### config.mk
export PLATFORM = sky130hd
export DESIGN_NAME = cps_game
export DESIGN_NICKNAME = d
export VERILOG_FILES = /design/src/cps_pkg.sv /design/src/cps_rom_map.sv /design/src/cps_dwnld.sv /design/src/cps_rom_slot.sv /design/src/cps_bank_arb.sv /design/src/cps_game.sv
export SDC_FILE = /design/constraint.sdc
export NUM_CORES = 1
export LEC_CHECK = 0
export BUFFER_PORTS_ARGS = -buffer_cell sky130_fd_sc_hd__buf_2
export CAP_MARGIN = 0
export CORE_MARGIN = 4
export CORE_UTILIZATION = 26
export CTS_BUF_LIST = sky130_fd_sc_hd__clkbuf_8
export CTS_CLUSTER_DIAMETER = 100
export DETAILED_ROUTE_END_ITERATION = 7
export PLACE_DENSITY = 0.57
export SLEW_MARGIN = 40
export SYNTH_ARGS = -nofsm -noshare
export SYNTH_HDL_FRONTEND = slang
export SYNTH_SLANG_ARGS = --single-unit
export TNS_END_PERCENT = 1
### constraint.sdc
create_clock -name clk -period 13.1 [get_ports clk]
set_input_delay 3.93 -clock clk [delete_from_list [all_inputs] [get_ports clk]]
set_output_delay 3.93 -clock clk [all_outputs]
set_load 0.01 [all_outputs]
### src/cps_pkg.sv
package cps_pkg;

    // Byte address in the download stream
    typedef logic [24:0] ioctl_addr_t;

    // One byte of the download stream
    typedef logic [7:0] byte_t;

    // Word address inside one SDRAM bank
    typedef logic [21:0] rom_addr_t;

    // One SDRAM word
    typedef logic [15:0] rom_data_t;

    // Bytes at the start of the stream that hold the graphics start
    localparam int HEADER_LEN = 2;

endpackage

### src/cps_rom_map.sv
`timescale 1ns/10ps

module cps_rom_map #(
    parameter int MAP_SHIFT = 10
) (
    input                       clk,
    input                       rst,
    input                       downloading,
    input                       ioctl_wr,
    input  cps_pkg::ioctl_addr_t ioctl_addr,
    input  cps_pkg::byte_t      ioctl_dout,
    output logic                hdr_byte,
    output logic [1:0]          prog_ba,
    output cps_pkg::rom_addr_t  prog_addr,
    output logic                odd_byte
);

// Graphics start, in units of 2**MAP_SHIFT bytes
logic [15:0]          gfx_start;
cps_pkg::ioctl_addr_t offset;
cps_pkg::ioctl_addr_t gfx_base;
cps_pkg::ioctl_addr_t bank_off;
logic                 is_gfx;

always_ff @(posedge clk) begin
    if (rst) begin
        gfx_start <= 16'd0;
    end else if (downloading && ioctl_wr) begin
        if (ioctl_addr == 25'd0) begin
            gfx_start[7:0] <= ioctl_dout;
        end
        if (ioctl_addr == 25'd1) begin
            gfx_start[15:8] <= ioctl_dout;
        end
    end
end

assign hdr_byte = ioctl_addr < cps_pkg::ioctl_addr_t'(cps_pkg::HEADER_LEN);

// Payload offset, meaningless while the header is going through
assign offset   = ioctl_addr - cps_pkg::ioctl_addr_t'(cps_pkg::HEADER_LEN);
assign gfx_base = cps_pkg::ioctl_addr_t'(gfx_start) << MAP_SHIFT;
assign is_gfx   = offset >= gfx_base;
assign bank_off = is_gfx ? offset - gfx_base : offset;

assign prog_ba   = {1'b0, is_gfx};
assign prog_addr = bank_off[22:1];
assign odd_byte  = bank_off[0];

endmodule

### src/cps_dwnld.sv
`timescale 1ns/10ps

module cps_dwnld (
    input                       clk,
    input                       rst,
    input                       downloading,
    input                       ioctl_wr,
    input  cps_pkg::byte_t      ioctl_dout,
    input                       hdr_byte,
    input                       odd_byte,
    input        [1:0]          map_ba,
    input  cps_pkg::rom_addr_t  map_addr,
    output cps_pkg::rom_addr_t  prog_addr,
    output cps_pkg::rom_data_t  prog_data,
    output logic [1:0]          prog_mask,
    output logic [1:0]          prog_ba,
    output logic                prog_we,
    input                       prog_rdy,
    output logic                dwnld_busy
);

typedef enum logic [1:0] {
    st_idle,
    st_write,
    st_release
} state_t;

state_t state;
logic   payload_wr;

// Header bytes stay in the map and never reach the SDRAM
assign payload_wr = downloading && ioctl_wr && !hdr_byte;

always_ff @(posedge clk) begin
    if (rst) begin
        state   <= st_idle;
        prog_we <= 1'b0;
    end else begin
        case (state)
            st_idle: begin
                if (payload_wr) begin
                    prog_we <= 1'b1;
                    state   <= st_write;
                end
            end
            st_write: begin
                if (prog_rdy) begin
                    prog_we <= 1'b0;
                    state   <= st_release;
                end
            end
            st_release: begin
                // Wait for the SDRAM to close its side
                if (!prog_rdy) begin
                    state <= st_idle;
                end
            end
            default: begin
                prog_we <= 1'b0;
                state   <= st_idle;
            end
        endcase
    end
end

// Address, data and lane are held for the whole handshake
always_ff @(posedge clk) begin
    if (state == st_idle && payload_wr) begin
        prog_addr <= map_addr;
        prog_ba   <= map_ba;
        prog_data <= {ioctl_dout, ioctl_dout};
        // Mask is active low, odd bytes land in the upper lane
        prog_mask <= odd_byte ? 2'b01 : 2'b10;
    end
end

assign dwnld_busy = downloading || (state != st_idle);

// The stream source must wait for the previous write to finish
a_byte_spacing: assert property (
    @(posedge clk) disable iff (rst) ioctl_wr |-> state == st_idle
) else $error("ioctl_wr arrived during an open prog write");

endmodule

### src/cps_rom_slot.sv
`timescale 1ns/10ps

module cps_rom_slot (
    input                       clk,
    input                       rst,
    input                       flush,
    input                       cs,
    input  cps_pkg::rom_addr_t  addr,
    output cps_pkg::rom_data_t  data,
    output logic                ok,
    output logic                slot_req,
    input                       slot_ack,
    output cps_pkg::rom_addr_t  slot_addr,
    input  cps_pkg::rom_data_t  slot_data
);

typedef enum logic [1:0] {
    st_idle,
    st_req,
    st_rel
} state_t;

state_t             state;
cps_pkg::rom_addr_t cache_addr;
cps_pkg::rom_data_t cache_data;
logic               cache_valid;
logic               hit;

assign hit  = cache_valid && (cache_addr == addr);
assign data = cache_data;

always_ff @(posedge clk) begin
    if (rst) begin
        state       <= st_idle;
        slot_req    <= 1'b0;
        cache_valid <= 1'b0;
        ok          <= 1'b0;
    end else begin
        ok <= cs && hit && !flush;
        case (state)
            st_idle: begin
                if (cs && !hit && !flush) begin
                    slot_req <= 1'b1;
                    state    <= st_req;
                end
            end
            st_req: begin
                if (slot_ack) begin
                    slot_req    <= 1'b0;
                    cache_valid <= 1'b1;
                    state       <= st_rel;
                end
            end
            st_rel: begin
                if (!slot_ack) begin
                    state <= st_idle;
                end
            end
            default: begin
                slot_req <= 1'b0;
                state    <= st_idle;
            end
        endcase
        // A flush wins over a fill in the same cycle
        if (flush) begin
            cache_valid <= 1'b0;
        end
    end
end

always_ff @(posedge clk) begin
    if (state == st_idle && cs && !hit && !flush) begin
        slot_addr <= addr;
    end
    if (state == st_req && slot_ack) begin
        cache_addr <= slot_addr;
        cache_data <= slot_data;
    end
end

// An ack only ever answers an open request
a_ack_with_req: assert property (
    @(posedge clk) disable iff (rst) state == st_idle |-> !slot_ack
) else $error("slot_ack arrived without an open slot_req");

endmodule

### src/cps_bank_arb.sv
`timescale 1ns/10ps

module cps_bank_arb (
    input                       clk,
    input                       rst,
    input                       downloading,
    input                       req0,
    input                       req1,
    output logic                ack0,
    output logic                ack1,
    input  cps_pkg::rom_addr_t  addr0,
    input  cps_pkg::rom_addr_t  addr1,
    output cps_pkg::rom_data_t  slot_data,
    output logic [1:0]          ba_rd,
    output cps_pkg::rom_addr_t  ba0_addr,
    output cps_pkg::rom_addr_t  ba1_addr,
    input        [1:0]          ba_rdy,
    input  cps_pkg::rom_data_t  data_read
);

typedef enum logic [1:0] {
    st_idle,
    st_read,
    st_ack
} state_t;

state_t state;
logic   sel;
logic   pick;
logic   start;

// Alternate when both wait, otherwise take whoever asks
assign pick  = (req0 && req1) ? !sel : req1;
// Previous bank must have released ba_rdy before a new read
assign start = !downloading && (req0 || req1) && (ba_rdy == 2'b00);

always_ff @(posedge clk) begin
    if (rst) begin
        state <= st_idle;
        ba_rd <= 2'b00;
        ack0  <= 1'b0;
        ack1  <= 1'b0;
        sel   <= 1'b0;
    end else begin
        case (state)
            st_idle: begin
                if (start) begin
                    sel   <= pick;
                    ba_rd <= pick ? 2'b10 : 2'b01;
                    state <= st_read;
                end
            end
            st_read: begin
                if (ba_rdy[sel]) begin
                    ba_rd <= 2'b00;
                    ack0  <= !sel;
                    ack1  <= sel;
                    state <= st_ack;
                end
            end
            st_ack: begin
                if (sel ? !req1 : !req0) begin
                    ack0  <= 1'b0;
                    ack1  <= 1'b0;
                    state <= st_idle;
                end
            end
            default: begin
                ba_rd <= 2'b00;
                state <= st_idle;
            end
        endcase
    end
end

always_ff @(posedge clk) begin
    if (state == st_idle && start) begin
        if (pick) begin
            ba1_addr <= addr1;
        end else begin
            ba0_addr <= addr0;
        end
    end
    if (state == st_read && ba_rdy[sel]) begin
        slot_data <= data_read;
    end
end

// data_read is shared, so only one bank may answer at a time
a_one_bank: assert property (
    @(posedge clk) disable iff (rst) !(ba_rdy[0] && ba_rdy[1])
) else $error("both SDRAM banks answered at once");

endmodule

### src/cps_game.sv
`timescale 1ns/10ps

module cps_game #(
    parameter int MAP_SHIFT = 10
) (
    input                       clk,
    input                       rst,
    input                       downloading,
    output                      dwnld_busy,
    // ROM download
    input  cps_pkg::ioctl_addr_t ioctl_addr,
    input  cps_pkg::byte_t      ioctl_dout,
    input                       ioctl_wr,
    output cps_pkg::rom_addr_t  prog_addr,
    output cps_pkg::rom_data_t  prog_data,
    output       [1:0]          prog_mask,
    output       [1:0]          prog_ba,
    output                      prog_we,
    input                       prog_rdy,
    // Main CPU ROM
    input                       main_rom_cs,
    input  cps_pkg::rom_addr_t  main_rom_addr,
    output cps_pkg::rom_data_t  main_rom_data,
    output                      main_rom_ok,
    // Graphics ROM
    input                       gfx_rom_cs,
    input  cps_pkg::rom_addr_t  gfx_rom_addr,
    output cps_pkg::rom_data_t  gfx_rom_data,
    output                      gfx_rom_ok,
    // SDRAM banks
    output       [1:0]          ba_rd,
    output cps_pkg::rom_addr_t  ba0_addr,
    output cps_pkg::rom_addr_t  ba1_addr,
    input        [1:0]          ba_rdy,
    input  cps_pkg::rom_data_t  data_read
);

wire                     hdr_byte, odd_byte;
wire [1:0]               map_ba;
cps_pkg::rom_addr_t      map_addr;
wire                     main_req, main_ack, gfx_req, gfx_ack;
cps_pkg::rom_addr_t      main_slot_addr, gfx_slot_addr;
cps_pkg::rom_data_t      slot_data;

cps_rom_map #(.MAP_SHIFT(MAP_SHIFT)) u_map (
    .clk         ( clk          ),
    .rst         ( rst          ),
    .downloading ( downloading  ),
    .ioctl_wr    ( ioctl_wr     ),
    .ioctl_addr  ( ioctl_addr   ),
    .ioctl_dout  ( ioctl_dout   ),
    .hdr_byte    ( hdr_byte     ),
    .prog_ba     ( map_ba       ),
    .prog_addr   ( map_addr     ),
    .odd_byte    ( odd_byte     )
);

cps_dwnld u_dwnld (
    .clk         ( clk          ),
    .rst         ( rst          ),
    .downloading ( downloading  ),
    .ioctl_wr    ( ioctl_wr     ),
    .ioctl_dout  ( ioctl_dout   ),
    .hdr_byte    ( hdr_byte     ),
    .odd_byte    ( odd_byte     ),
    .map_ba      ( map_ba       ),
    .map_addr    ( map_addr     ),
    .prog_addr   ( prog_addr    ),
    .prog_data   ( prog_data    ),
    .prog_mask   ( prog_mask    ),
    .prog_ba     ( prog_ba      ),
    .prog_we     ( prog_we      ),
    .prog_rdy    ( prog_rdy     ),
    .dwnld_busy  ( dwnld_busy   )
);

// Main ROM lives in bank 0
cps_rom_slot u_main_slot (
    .clk         ( clk            ),
    .rst         ( rst            ),
    .flush       ( downloading    ),
    .cs          ( main_rom_cs    ),
    .addr        ( main_rom_addr  ),
    .data        ( main_rom_data  ),
    .ok          ( main_rom_ok    ),
    .slot_req    ( main_req       ),
    .slot_ack    ( main_ack       ),
    .slot_addr   ( main_slot_addr ),
    .slot_data   ( slot_data      )
);

// Graphics ROM lives in bank 1
cps_rom_slot u_gfx_slot (
    .clk         ( clk            ),
    .rst         ( rst            ),
    .flush       ( downloading    ),
    .cs          ( gfx_rom_cs     ),
    .addr        ( gfx_rom_addr   ),
    .data        ( gfx_rom_data   ),
    .ok          ( gfx_rom_ok     ),
    .slot_req    ( gfx_req        ),
    .slot_ack    ( gfx_ack        ),
    .slot_addr   ( gfx_slot_addr  ),
    .slot_data   ( slot_data      )
);

cps_bank_arb u_arb (
    .clk         ( clk            ),
    .rst         ( rst            ),
    .downloading ( downloading    ),
    .req0        ( main_req       ),
    .req1        ( gfx_req        ),
    .ack0        ( main_ack       ),
    .ack1        ( gfx_ack        ),
    .addr0       ( main_slot_addr ),
    .addr1       ( gfx_slot_addr  ),
    .slot_data   ( slot_data      ),
    .ba_rd       ( ba_rd          ),
    .ba0_addr    ( ba0_addr       ),
    .ba1_addr    ( ba1_addr       ),
    .ba_rdy      ( ba_rdy         ),
    .data_read   ( data_read      )
);

endmodule

==> run metrics <==
status complete, no violations; FF-to-FF End u_dwnld.prog_addr[20]; Buffers on Ports 224; multiplexer share of the synthesized area 3.248%; Pint 1324 uW; Die Width 201.2 um; Reg2Reg Depth 7; Slew Limit Fails 0; RSZ-0062 raised after global routing no; syn_nets 750; worst stage delay on the critical path 0.33 ns; postcts setup bufs 0; Design Power about 1700 uW; area grow syn2layout 26.27%; worst hold path type reg -> reg; fraction of registers with async set/reset 0%; dpl hpwl 16750 um; Cell Pwr Density 140.7 mW/mm^2; DRT iter0 DRCs 248; Psw roughly 400 uW; Ports between 200 and 250; Final Cycle Share 65.12%; Worst EP required about 9.2 ns; clock power share between 40% and 50%; Die Y just over 200 um; Root Buffer clkbuf_8; area fraction in compound gates after synthesis 3.815%; #FFs+latches synth 248; pre-CTS WS 4.563 ns; H-Tree Depth 2; Levels on crit path 3; vias in the first global route 6172; yosys warns 0; worst skew pair latency 0.59 ns; prevailing post-synth register cell edfxtp_1; WL/cell 17.11 um; synthesized area 0.009708 mm^2; clock buffers created by TritonCTS 45; Placed Cells incl. Taps approximately 1300; drt drc 0; reg2reg setup slack 10.02 ns; worst-path cell chain buf_2 > or3_1 > buf_2; ANT nets after route 0; worst setup path endpoint dwnld_busy; Setup WS post-layout between 4 and 5 ns; Period minus WS final between 8 and 9 ns; fin cells ~1400; antenna violations before repair 1; Worst-path clk slew 0.06 ns; Max Fclk ~120 MHz; largest family of logic cells by synthesized area simple AND/OR/NAND/NOR gates; drt first pass iters 4; post-synthesis simple-gate area fraction 8.261%; Peak supply drop 55.97 uV; proportion of layout cells with a drive suffix above 1 34.67%; CTS Hold Bufs 0; Slowest cell on crit path or3_1; Final setup viols 0; xor and xnor area share after synthesis 6.857%; routed vias 5969; Netlist cell types between 50 and 60; kind of critical path in -> out; post-cts sizing count 0; crit path DAT 4.60 ns; Std-Cell Rows 70; Critical path origin downloading; CTS tree yes; antenna fix cells 0; first-pass GRT wire length ~36000 um; Setup crit end kind output pin; Total GRT Usage 11.39%; hold path depth 0; Leakage between 0.004 and 0.005 uW; Nets 1004; core box area 0.03670 mm^2; combinational share of power 5.5%; Routed Wire Length ~24000 um; sw frac 23.25%; Crit Path Max Fanout 8; Initial Util 26.45%; CP Buf/Inv Count 2; worst-margin pin slew 0.7406 ns; synthesized area per cell 15.39 um^2; Synth Area in Adders 2.268%; Syn Inst Count roughly 630; vias per std cell 4.300; setup_tns 0 ns; delay-heaviest family, CP buffers and inverters; clock sinks 248; pin count of the biggest net entering global routing 40; grt total ovfl 0; final hold vios 0; worst r2r src u_map.gfx_start[6]; CP most frequent cell buf_2; Slew HR 50.26%; Clock Path Buffers 3; clock skew 0.03066 ns; Max Cap Viol 0; # fillers 3625; placer congestion estimate 0.7455; Die Footprint 0.04049 mm^2; Reg power frac 51.1%; Post-synth EDFFs approximately 210; CP startpoint kind input pin; register area share after synthesis 73.10%; Fin Hold WS roughly 0.43 ns
stage by stage:
step / cell area (um^2) / utilization [%]
floorplan: 9708 / -
global placement: 11320 / 30.86
detailed placement: 11330 / 30.87
CTS: 12260 / 33.40
finish: 12260 / 33.40
global route: 12260 / 33.40
power by group through the flow:
stage | registers, uW | clock network (uW) | logic, uW
after floorplan | 899 | 0 | 46.9
after global placement | 898 | 0 | 94.5
after detailed placement | 898 | 0 | 95.6
after CTS | 882 | 782 | 96.2
after global routing | 883 | 823 | 105
final | 881 | 749 | 94.4
layout make-up:
class	instances	area [um^2]	share of cell area [%]
Clock buffer	49	674.4	5.502
Clock inverter	33	256.5	2.092
Inverter	29	108.9	0.8880
Multi-Input combinational cell	334	2392	19.52
Sequential cell	248	7097	57.90
Tap cell	468	585.6	4.777
Timing Repair Buffer	227	1144	9.329
cell usage in the layout, fill, tap and decap left out, types with 13 or more instances in the layout:
cell type / instances
ha_1: 16
nand2_1: 19
nor4_1: 13
clkbuf_8: 49
a21oi_1: 18
o21ai_0: 14
nor2_1: 46
buf_2: 224
edfxtp_1: 213
xor2_1: 40
mux2i_1: 18
nor3_1: 17
dfxtp_1: 35
xnor2_1: 36
inv_1: 35
metal layers:
layer  global-route usage [%]  routed length [um]  vias to the layer above
met3                    3.948                1843                       43
met2                    17.79               10720                      212
met5                        0                  13                        -
li1                         -                   -                     2858
met4                    3.638                 505                        2
met1                    14.96               10660                     2854
worst min path at each step:
stage	from	end	slack (ns)
final	u_gfx_slot.slot_addr[18]	u_gfx_slot.cache_addr[18]	0.43
after global routing	u_gfx_slot.slot_addr[18]	u_gfx_slot.cache_addr[18]	0.43
after CTS	u_gfx_slot.slot_addr[18]	u_gfx_slot.cache_addr[18]	0.42
after detailed placement	u_arb.slot_data[14]	u_gfx_slot.data[14]	0.43
after global placement	u_arb.slot_data[6]	u_main_slot.data[6]	0.42
after floorplan	u_main_slot.slot_addr[0]	u_arb.ba0_addr[0]	0.42
state kept, by name, indices dropped and copies added, names as in the netlist, 8 cells and up:
name / cells
u_arb.ba0_addr: 22
u_arb.ba1_addr: 22
u_dwnld.prog_addr: 22
u_gfx_slot.cache_addr: 22
u_gfx_slot.slot_addr: 22
u_main_slot.cache_addr: 22
u_main_slot.slot_addr: 22
u_arb.slot_data: 16
u_gfx_slot.data: 16
u_main_slot.data: 16
u_map.gfx_start: 15
u_dwnld.prog_data: 8
cell families after synthesis:
group,Yosys count
simple gates,152
compound gates,58
other cells,1
buf+inv,49
mux,30
flops,248
fa+ha+maj,17
xor+xnor,76
synthesized netlist by cell type, drive strengths merged (3+ instances only):
master / instances / share of area (%)
clkbuf: 6 / 0.23
nor2b: 4 / 0.26
and2: 3 / 0.19
nand3: 9 / 0.46
mux2: 12 / 1.4
nor3: 19 / 0.98
or3: 3 / 0.24
o21ai: 14 / 0.72
or4: 5 / 0.46
nand2b: 8 / 0.52
nor2: 46 / 1.8
o211ai: 3 / 0.23
mux2i: 18 / 1.9
a21oi: 18 / 0.93
xnor2: 36 / 3.2
xor2: 40 / 3.6
inv: 29 / 1.1
ha: 16 / 2.1
a22oi: 3 / 0.23
nand2: 19 / 0.73
buf: 14 / 1.1
o21a: 3 / 0.23
nor3b: 3 / 0.23
edfxtp: 213 / 66
nand4: 12 / 0.77
nor4: 14 / 1.1
dfxtp: 35 / 7.2
(Power assumes the default switching activity.)
